===== src/rv_isa_pkg.sv =====
// RV32I instruction encodings

package rv_isa_pkg;

    ////////////////////////////////////////
    // Major opcodes
    ////////////////////////////////////////

    typedef enum logic [6:0] {
        OP     = 7'b0110011,
        OP_IMM = 7'b0010011,
        LUI    = 7'b0110111,
        STORE  = 7'b0100011,
        BRANCH = 7'b1100011,
        SYSTEM = 7'b1110011
    } opcode_t;

    // Operations of the integer unit
    typedef enum logic [2:0] {
        ALU_ADD,
        ALU_SUB,
        ALU_AND,
        ALU_OR,
        ALU_XOR,
        ALU_SLT,
        ALU_SLL,
        ALU_SRL
    } alu_op_t;

    ////////////////////////////////////////
    // funct3 / funct7 fields
    ////////////////////////////////////////

    localparam logic [2:0] FUNCT3_ADD = 3'b000;
    localparam logic [2:0] FUNCT3_SLL = 3'b001;
    localparam logic [2:0] FUNCT3_SLT = 3'b010;
    localparam logic [2:0] FUNCT3_XOR = 3'b100;
    localparam logic [2:0] FUNCT3_SRL = 3'b101;
    localparam logic [2:0] FUNCT3_OR  = 3'b110;
    localparam logic [2:0] FUNCT3_AND = 3'b111;

    localparam logic [2:0] FUNCT3_BEQ = 3'b000;
    localparam logic [2:0] FUNCT3_BNE = 3'b001;
    localparam logic [2:0] FUNCT3_BLT = 3'b100;

    localparam logic [2:0] FUNCT3_SW  = 3'b010;

    localparam logic [6:0] FUNCT7_SUB = 7'b0100000;

    // SYSTEM immediates
    localparam logic [11:0] IMM_ECALL  = 12'h000;
    localparam logic [11:0] IMM_EBREAK = 12'h001;

endpackage


===== src/rv_core_pkg.sv =====
// Core widths and controller definitions

package rv_core_pkg;

    ////////////////////////////////////////
    // Widths and boot
    ////////////////////////////////////////

    localparam int XLEN   = 32;
    localparam int ILEN   = 32;
    localparam int REG_AW = 5;

    // First fetch address out of reset
    localparam logic [XLEN-1:0] BOOT_ADDR = 32'h0000_0000;

    // Controller sequence, one instruction at a time
    typedef enum logic [1:0] {
        S_FETCH,
        S_WAIT,
        S_EXEC,
        S_HALT
    } ctrl_state_t;

    ////////////////////////////////////////
    // Sticky trap status
    ////////////////////////////////////////

    localparam int STATUS_W   = 3;
    localparam int ST_ECALL   = 0;
    localparam int ST_EBREAK  = 1;
    localparam int ST_ILLEGAL = 2;

endpackage


===== src/rv_control.sv =====
// Central controller, fetch and execute sequencing
`timescale 1ns/10ps

module rv_control (
    input  logic                             aclk,
    input  logic                             arst_n,
    input  logic                             imem_rvalid,
    input  logic [rv_core_pkg::ILEN-1:0]     imem_rdata,
    input  logic                             cond_true,
    input  logic [rv_core_pkg::XLEN-1:0]     alu_result,
    output logic                             imem_req,
    output logic                             dmem_wstrobe,
    output logic                             rd_wr,
    output logic                             alu_use_imm,
    output logic                             pc_inc,
    output logic                             pc_load,
    output logic [rv_core_pkg::REG_AW-1:0]   rs1_addr,
    output logic [rv_core_pkg::REG_AW-1:0]   rs2_addr,
    output logic [rv_core_pkg::REG_AW-1:0]   rd_addr,
    output logic [rv_core_pkg::XLEN-1:0]     rd_val,
    output rv_isa_pkg::alu_op_t              alu_op,
    output logic [rv_core_pkg::XLEN-1:0]     imm,
    output logic [2:0]                       branch_funct3,
    output logic [rv_core_pkg::STATUS_W-1:0] status
);
    import rv_core_pkg::*;
    import rv_isa_pkg::*;

    ctrl_state_t     state;
    ctrl_state_t     state_next;
    logic [ILEN-1:0] instr;
    logic [6:0]      opcode;
    logic [2:0]      funct3;
    logic [6:0]      funct7;
    logic            is_op;
    logic            is_op_imm;
    logic            is_lui;
    logic            is_store;
    logic            is_branch;
    logic            is_ecall;
    logic            is_ebreak;
    logic            is_illegal;
    logic            exec;
    logic            trap;

    ////////////////////////////////////////
    // Instruction fields
    ////////////////////////////////////////

    assign opcode        = instr[6:0];
    assign funct3        = instr[14:12];
    assign funct7        = instr[31:25];
    assign rd_addr       = instr[11:7];
    assign rs1_addr      = instr[19:15];
    assign rs2_addr      = instr[24:20];
    assign branch_funct3 = funct3;

    // Only the kept subset decodes as legal
    always_comb begin
        is_op     = 1'b0;
        is_op_imm = 1'b0;
        is_lui    = 1'b0;
        is_store  = 1'b0;
        is_branch = 1'b0;
        is_ecall  = 1'b0;
        is_ebreak = 1'b0;
        case (opcode)
            OP: begin
                if (funct7 == 7'b0) begin
                    is_op = funct3 inside {FUNCT3_ADD, FUNCT3_SLT, FUNCT3_XOR, FUNCT3_OR,
                                           FUNCT3_AND, FUNCT3_SLL, FUNCT3_SRL};
                end else if (funct7 == FUNCT7_SUB) begin
                    is_op = (funct3 == FUNCT3_ADD);
                end
            end
            OP_IMM: begin
                is_op_imm = funct3 inside {FUNCT3_ADD, FUNCT3_SLT, FUNCT3_XOR, FUNCT3_OR,
                                           FUNCT3_AND};
            end
            LUI:    is_lui    = 1'b1;
            STORE:  is_store  = (funct3 == FUNCT3_SW);
            BRANCH: is_branch = funct3 inside {FUNCT3_BEQ, FUNCT3_BNE, FUNCT3_BLT};
            SYSTEM: begin
                // rd, funct3 and rs1 must all be zero
                if (instr[19:7] == 13'b0) begin
                    is_ecall  = (instr[31:20] == IMM_ECALL);
                    is_ebreak = (instr[31:20] == IMM_EBREAK);
                end
            end
            default: ;
        endcase
    end

    assign is_illegal = !(is_op || is_op_imm || is_lui || is_store || is_branch ||
                          is_ecall || is_ebreak);

    // SW shares funct3 with SLT, so stores force an add
    always_comb begin
        case (funct3)
            FUNCT3_SLT: alu_op = ALU_SLT;
            FUNCT3_XOR: alu_op = ALU_XOR;
            FUNCT3_OR:  alu_op = ALU_OR;
            FUNCT3_AND: alu_op = ALU_AND;
            FUNCT3_SLL: alu_op = ALU_SLL;
            FUNCT3_SRL: alu_op = ALU_SRL;
            default:    alu_op = (is_op && funct7 == FUNCT7_SUB) ? ALU_SUB : ALU_ADD;
        endcase
        if (is_store) begin
            alu_op = ALU_ADD;
        end
    end

    // Sign-extended immediate per format
    always_comb begin
        case (opcode)
            STORE:   imm = {{20{instr[31]}}, instr[31:25], instr[11:7]};
            BRANCH:  imm = {{19{instr[31]}}, instr[31], instr[7], instr[30:25],
                            instr[11:8], 1'b0};
            LUI:     imm = {instr[31:12], 12'b0};
            default: imm = {{20{instr[31]}}, instr[31:20]};
        endcase
    end

    assign alu_use_imm = is_op_imm || is_store;

    ////////////////////////////////////////
    // Execute strobes
    ////////////////////////////////////////

    assign exec         = (state == S_EXEC);
    assign trap         = is_ecall || is_ebreak || is_illegal;
    assign imem_req     = arst_n && (state == S_FETCH);
    assign rd_wr        = exec && (is_op || is_op_imm || is_lui);
    assign rd_val       = is_lui ? imm : alu_result;
    assign dmem_wstrobe = exec && is_store;
    assign pc_load      = exec && is_branch && cond_true;
    assign pc_inc       = exec && !trap && !pc_load;

    always_comb begin
        state_next = state;
        case (state)
            S_FETCH: state_next = S_WAIT;
            S_WAIT:  if (imem_rvalid) state_next = S_EXEC;
            S_EXEC:  state_next = trap ? S_HALT : S_FETCH;
            S_HALT:  state_next = S_HALT;
            default: state_next = S_HALT;
        endcase
    end

    always_ff @(posedge aclk or negedge arst_n) begin
        if (!arst_n) begin
            state  <= S_FETCH;
            status <= '0;
        end else begin
            state <= state_next;
            if (exec) begin
                status[ST_ECALL]   <= status[ST_ECALL]   | is_ecall;
                status[ST_EBREAK]  <= status[ST_EBREAK]  | is_ebreak;
                status[ST_ILLEGAL] <= status[ST_ILLEGAL] | is_illegal;
            end
        end
    end

    // Instruction word, captured on the fetch response
    always_ff @(posedge aclk) begin
        if (state == S_WAIT && imem_rvalid) begin
            instr <= imem_rdata;
        end
    end

    ////////////////////////////////////////
    // Protocol checks
    ////////////////////////////////////////

    // Memory answers only an outstanding request
    a_rvalid_in_wait: assert property (@(posedge aclk) disable iff (!arst_n)
        imem_rvalid |-> state == S_WAIT);

endmodule


===== src/rv_pc_counter.sv =====
// Program counter
`timescale 1ns/10ps

module rv_pc_counter (
    input  logic                         aclk,
    input  logic                         arst_n,
    input  logic                         pc_inc,
    input  logic                         pc_load,
    input  logic [rv_core_pkg::XLEN-1:0] imm,
    output logic [rv_core_pkg::XLEN-1:0] pc
);
    import rv_core_pkg::*;

    localparam logic [XLEN-1:0] INST_BYTES = XLEN'(4);

    // Branch target is relative to the branch itself
    always_ff @(posedge aclk or negedge arst_n) begin
        if (!arst_n) begin
            pc <= BOOT_ADDR;
        end else if (pc_load) begin
            pc <= pc + imm;
        end else if (pc_inc) begin
            pc <= pc + INST_BYTES;
        end
    end

    ////////////////////////////////////////
    // Checks
    ////////////////////////////////////////

    a_one_update: assert property (@(posedge aclk) disable iff (!arst_n)
        !(pc_inc && pc_load));

    // A taken branch with a bad offset would break fetch alignment
    a_pc_aligned: assert property (@(posedge aclk) disable iff (!arst_n)
        pc[1:0] == 2'b00);

endmodule


===== src/rv_regfile.sv =====
// Integer register file
`timescale 1ns/10ps

module rv_regfile (
    input  logic                           aclk,
    input  logic                           arst_n,
    input  logic                           rd_wr,
    input  logic [rv_core_pkg::REG_AW-1:0] rs1_addr,
    input  logic [rv_core_pkg::REG_AW-1:0] rs2_addr,
    input  logic [rv_core_pkg::REG_AW-1:0] rd_addr,
    input  logic [rv_core_pkg::XLEN-1:0]   rd_val,
    output logic [rv_core_pkg::XLEN-1:0]   rs1_val,
    output logic [rv_core_pkg::XLEN-1:0]   rs2_val
);
    import rv_core_pkg::*;

    localparam int NB_REGS = 2 ** REG_AW;

    // x1 to x31, x0 has no storage
    logic [XLEN-1:0] regs [NB_REGS-1:1];

    ////////////////////////////////////////
    // Write port
    ////////////////////////////////////////

    always_ff @(posedge aclk or negedge arst_n) begin
        if (!arst_n) begin
            for (int i = 1; i < NB_REGS; i++) begin
                regs[i] <= '0;
            end
        end else if (rd_wr && rd_addr != '0) begin
            regs[rd_addr] <= rd_val;
        end
    end

    ////////////////////////////////////////
    // Read ports
    ////////////////////////////////////////

    // x0 always reads zero
    assign rs1_val = (rs1_addr == '0) ? '0 : regs[rs1_addr];
    assign rs2_val = (rs2_addr == '0) ? '0 : regs[rs2_addr];

endmodule


===== src/rv_alu.sv =====
// Integer processing unit
`timescale 1ns/10ps

module rv_alu (
    input  rv_isa_pkg::alu_op_t          alu_op,
    input  logic                         alu_use_imm,
    input  logic [rv_core_pkg::XLEN-1:0] rs1_val,
    input  logic [rv_core_pkg::XLEN-1:0] rs2_val,
    input  logic [rv_core_pkg::XLEN-1:0] imm,
    input  logic [2:0]                   branch_funct3,
    output logic [rv_core_pkg::XLEN-1:0] alu_result,
    output logic                         cond_true
);
    import rv_core_pkg::*;
    import rv_isa_pkg::*;

    logic [XLEN-1:0] opnd_b;
    logic [4:0]      shamt;
    logic            lt_signed;

    assign opnd_b = alu_use_imm ? imm : rs2_val;
    assign shamt  = opnd_b[4:0];

    // Shared by SLT and the signed result column
    assign lt_signed = $signed(rs1_val) < $signed(opnd_b);

    ////////////////////////////////////////
    // Arithmetic and logic
    ////////////////////////////////////////

    always_comb begin
        case (alu_op)
            ALU_ADD: alu_result = rs1_val + opnd_b;
            ALU_SUB: alu_result = rs1_val - opnd_b;
            ALU_AND: alu_result = rs1_val & opnd_b;
            ALU_OR:  alu_result = rs1_val | opnd_b;
            ALU_XOR: alu_result = rs1_val ^ opnd_b;
            ALU_SLT: alu_result = {{(XLEN-1){1'b0}}, lt_signed};
            ALU_SLL: alu_result = rs1_val << shamt;
            ALU_SRL: alu_result = rs1_val >> shamt;
            default: alu_result = rs1_val + opnd_b;
        endcase
    end

    ////////////////////////////////////////
    // Branch compare
    ////////////////////////////////////////

    // Always register against register
    always_comb begin
        case (branch_funct3)
            FUNCT3_BEQ: cond_true = (rs1_val == rs2_val);
            FUNCT3_BNE: cond_true = (rs1_val != rs2_val);
            FUNCT3_BLT: cond_true = ($signed(rs1_val) < $signed(rs2_val));
            default:    cond_true = 1'b0;
        endcase
    end

endmodule


===== src/rv_core.sv =====
// RV32I multi-cycle core top
`timescale 1ns/10ps

module rv_core (
    input  logic                             aclk,
    input  logic                             arst_n,
    input  logic                             imem_rvalid,
    input  logic [rv_core_pkg::ILEN-1:0]     imem_rdata,
    output logic                             imem_req,
    output logic [rv_core_pkg::XLEN-1:0]     imem_addr,
    output logic                             dmem_wstrobe,
    output logic [rv_core_pkg::XLEN-1:0]     dmem_addr,
    output logic [rv_core_pkg::XLEN-1:0]     dmem_wdata,
    output logic [rv_core_pkg::STATUS_W-1:0] status
);
    import rv_core_pkg::*;
    import rv_isa_pkg::*;

    logic              rd_wr;
    logic              alu_use_imm;
    logic              pc_inc;
    logic              pc_load;
    logic              cond_true;
    logic [REG_AW-1:0] rs1_addr;
    logic [REG_AW-1:0] rs2_addr;
    logic [REG_AW-1:0] rd_addr;
    logic [XLEN-1:0]   rd_val;
    logic [XLEN-1:0]   rs1_val;
    logic [XLEN-1:0]   imm;
    logic [XLEN-1:0]   alu_result;
    logic [2:0]        branch_funct3;
    alu_op_t           alu_op;

    ////////////////////////////////////////
    // Controller
    ////////////////////////////////////////

    rv_control i_rv_control (
        .aclk          (aclk),
        .arst_n        (arst_n),
        .imem_rvalid   (imem_rvalid),
        .imem_rdata    (imem_rdata),
        .cond_true     (cond_true),
        .alu_result    (alu_result),
        .imem_req      (imem_req),
        .dmem_wstrobe  (dmem_wstrobe),
        .rd_wr         (rd_wr),
        .alu_use_imm   (alu_use_imm),
        .pc_inc        (pc_inc),
        .pc_load       (pc_load),
        .rs1_addr      (rs1_addr),
        .rs2_addr      (rs2_addr),
        .rd_addr       (rd_addr),
        .rd_val        (rd_val),
        .alu_op        (alu_op),
        .imm           (imm),
        .branch_funct3 (branch_funct3),
        .status        (status)
    );

    // PC drives the fetch address directly
    rv_pc_counter i_rv_pc_counter (
        .aclk    (aclk),
        .arst_n  (arst_n),
        .pc_inc  (pc_inc),
        .pc_load (pc_load),
        .imm     (imm),
        .pc      (imem_addr)
    );

    ////////////////////////////////////////
    // Datapath
    ////////////////////////////////////////

    // rs2 is also the store data
    rv_regfile i_rv_regfile (
        .aclk     (aclk),
        .arst_n   (arst_n),
        .rd_wr    (rd_wr),
        .rs1_addr (rs1_addr),
        .rs2_addr (rs2_addr),
        .rd_addr  (rd_addr),
        .rd_val   (rd_val),
        .rs1_val  (rs1_val),
        .rs2_val  (dmem_wdata)
    );

    assign dmem_addr = alu_result;

    rv_alu i_rv_alu (
        .alu_op        (alu_op),
        .alu_use_imm   (alu_use_imm),
        .rs1_val       (rs1_val),
        .rs2_val       (dmem_wdata),
        .imm           (imm),
        .branch_funct3 (branch_funct3),
        .alu_result    (alu_result),
        .cond_true     (cond_true)
    );

endmodule


===== config.mk =====
export PLATFORM = sky130hd
export DESIGN_NAME = rv_core
export DESIGN_NICKNAME = d
export VERILOG_FILES = /design/src/rv_isa_pkg.sv /design/src/rv_core_pkg.sv /design/src/rv_control.sv /design/src/rv_pc_counter.sv /design/src/rv_regfile.sv /design/src/rv_alu.sv /design/src/rv_core.sv
export SDC_FILE = /design/constraint.sdc
export NUM_CORES = 2
export LEC_CHECK = 0
export BUFFER_PORTS_ARGS = -buffer_cell sky130_fd_sc_hd__buf_2
export CAP_MARGIN = 20
export CORE_AREA = 5 5 361 363
export DETAILED_ROUTE_END_ITERATION = 16
export DIE_AREA = 0 0 366 368
export GPL_TIMING_DRIVEN = 0
export PLACE_DENSITY = 0.71
export SYNTH_ARGS = -nofsm -noshare
export SYNTH_HDL_FRONTEND = slang
export SYNTH_HIERARCHICAL = 1
export SYNTH_SLANG_ARGS = --single-unit

===== constraint.sdc =====
create_clock -name aclk -period 6.6 [get_ports aclk]
set_input_delay 0.99 -clock aclk [delete_from_list [all_inputs] [get_ports aclk]]
set_output_delay 0.99 -clock aclk [all_outputs]
set_load 0.03 [all_outputs]

==> out/metrics.yaml <==
status: "complete, but fails checks"
violations: "setup timing"
maxCapViolCount: 0
fmax_ghz: 0.129
crit_arrival_ps: 6770
synth_commonest_cells: "mux2_2 (1071), dfrtp_1 (1029), nand2_1 (532)"
synthMuxAreaShare_pct: 34.7
place_congestion: 1.09
synthAdderAreaFrac_pct: 3.02
synth-xor-area-share_pct: 0.798
slew_violations: 0
worst-path-max-fanout: 10
grt_max_degree: 160
cp_top_family: "compound AO/OA/AOI/OAI gates"
cts_tree: "built"
drive_gt1_share_pct: 45.3
reg2regPathDepth: 29
grt_pass1_vias: 58800
synth-edff-count: 32
hold_ws_ps: 210
placed_area_sq_um: 72900
grt_pass1_wl_um: 454000
power_mw: 13.5
max_stage_delay_ps: 640
dieArea_sq_um: 135000
p_seq_share_pct: 48.5
wirelength_um: 331000
antenna_found_initial: 10
startpoint_type: "flip-flop"
critical_path_class: "flip-flop to primary output"
fin_nets: 6782
design_area_sq_um: 84200
setup_viol: 756
cts_root_buf: "clkbuf_16"
final_hold_viol_count: 0
dp_hpwl_um: 248000
start_util_pct: 54.6
clock_latency_ps: 790
syn_nets: 6170
yosysTopAreaCell: "dfrtp_1"
drt_pass1_iterations: 6
grt_usage_pct: 47.8
rr_endpoint: "i_rv_regfile/regs[512]"
power_density_nw_per_um2: 160
syn-cell-area_sq_um: 69100
drc: 0
clockBufferDepth: 3
slowest_stage: "o211ai_1"
clock_power_share_pct: 50.3
reg2reg_from: "i_rv_control/instr[20]"
async_reset_ff_share_pct: 97.0
ys_types: 120
endpoint_kind: "primary output"
clock_sinks: 1061
fin_ws_ps: -1160
synth_top_cell_area_share_pct: 37.2
via_count: 60200
power.leakage_nw: 38.9
drtAntennaViolNets: 0
area_delta_synth_final_pct: 21.8
placement.io_buffers: 135
critical_path_depth: 28
cts_max_level: 3
synth_top_family_by_area: "multiplexers"
ys_seq_area_share_pct: 38.6
power_frac_comb_pct: 1.1
num_rows: 131
grt_remaining_overflow: 0
ys.flop_type: "dfrtp_1"
r2r_setup_slack_ps: -360
drt_iter0_drc: 8680
required_ps: 5610
ys.warnings.count: 6
fin_crit_sh_pct: 118
tightest_slew_ps: 1220
cp_num_buf_inv: 13
clkTransAtPathRegs_ps: 60
syn-mean-instance-area_sq_um: 11.6
die_w_um: 366
vias_per_cell: 7.21
min_path_type: "input port to asynchronous set/reset pin"
synth_compound_area_share_pct: 9.88
grt_setup_unrepaired: "yes"
numCtsBuffers: 116
intPower_mw: 10.4
yosys_register_bits: 1061
slew_headroom_pct: 18.9
routedWlPerCell_um: 39.7
synthSimpleGateAreaFrac_pct: 8.27
synth.most_common_cell: "mux2_2"
synthTopCellsByArea: "dfrtp_1 (37%), mux2_2 (17%), mux4_2 (13%)"
synth_cells: 5970
ir_drop_uv: 228
core_area_sq_um: 127000
pin_count: 136
die_h_um: 368
netSwitchingPower_mw: 3.02
min_period_ps: 7760
switching_share_pct: 22.5
fin_worst_skew_ps: 67.7
power groups by stage:
stage                     clock network, mW  registers (mW)  logic [mW]
final                                  6.77            6.53       0.151
after global placement                    0            6.66       0.140
after floorplan                           0            6.65    0.000104
after CTS                              6.80            6.53       0.157
after global routing                   7.10            6.53       0.176
after detailed placement                  0            6.65       0.157
through the flow:
| step | TNS, ps | setup slack (ps) | cells | utilization [%] |
|---|---|---|---|---|
| finish | -109010 | -1160 | 8345 | 66.5 |
| floorplan | 0 | 44.2 | 5970 | - |
| global route | -80300 | -1080 | 8338 | 66.4 |
| detailed placement | -2917200 | -3750 | 7831 | 57.5 |
| CTS | -20540 | -922 | 8211 | 64.6 |
| global placement | - | -18500 | 7767 | 56.8 |
what timing repair did:
item	4_1_cts	5_1_grt
setup buffers	172	126
gates cloned	3	11
hold buffers	0	0
endpoints found under the setup margin	1056	854
pin swaps	150	126
resized for setup	1015	354
flip-flops by register name, summed over array words and instances (netlist names):
register / flops
i_rv_control/status: 3
i_rv_control/state: 2
i_rv_control/instr: 32
i_rv_pc_counter/pc: 32
i_rv_regfile/regs: 992
metal layers:
metal	track usage, %	part of all wire (%)	vias up
met3	14.4	12	1383
met2	70.1	42	4543
met5	0	0.0094	-
li1	-	-	23700
met1	57.4	34	30600
met4	41.5	12	4
worst max path at each step:
stage	slack (ps)	from	end
6_report	-1160	i_rv_control/instr[20]	dmem_addr[22]
5_1_grt	-1080	i_rv_control/instr[20]	dmem_addr[22]
4_1_cts	-920	i_rv_control/instr[20]	dmem_addr[29]
3_5_place_dp	-3750	i_rv_control/instr[23]	i_rv_regfile/regs[592]
3_3_place_gp	-18500	arst_n	i_rv_pc_counter/pc[3]
2_1_floorplan	40	i_rv_control/instr[20]	dmem_addr[12]
final cells by class:
class,count,area (sq um)
plain buffers,543,4260
inverters,154,626
multi-input cells,4202,42000
flip-flops and latches,1061,26700
clock buffers,174,3440
well taps,1662,2080
diodes,7,17.5
fillers,9678,42500
clock inverters,38,518
repair buffers,504,4530
cell usage in the layout (no fill, tap or decap), types with 27 or more instances in the layout:
cell type	count
mux2_2	1067
nand3_1	82
buf_8	40
a21o_1	32
a21oi_1	243
buf_1	51
buf_2	197
clkbuf_1	108
inv_1	126
clkbuf_2	64
xnor2_1	31
clkbuf_4	37
nand2_1	485
buf_6	140
o21ai_0	87
mux4_2	397
nor3_1	61
ha_1	140
nor2_1	227
o211ai_1	96
nor2b_1	73
a21oi_2	27
buf_4	344
edfxtp_1	32
mux2i_1	236
clkbuf_16	131
clkbuf_8	48
dfrtp_1	1029
buf_12	35
a221oi_1	64
o21ai_2	31
worst reg2reg max path, delay by kind of cell, from the launching register on:
family	cells	cell delay, ps
AO/OA/AOI/OAI	10	2530
buffers and inverters	12	2060
multiplexers	2	900
AND/OR/NAND/NOR	4	720
flip-flops	1	360
adder cells (fa/ha/maj)	1	240
logic make-up after synthesis:
group	after synthesis
compound gates	1000
xor+xnor	63
fa+ha+maj	165
buf+inv	707
flops	1061
mux	1748
simple gates	1226
No activity file was read; power rests on OpenSTA's default activity.
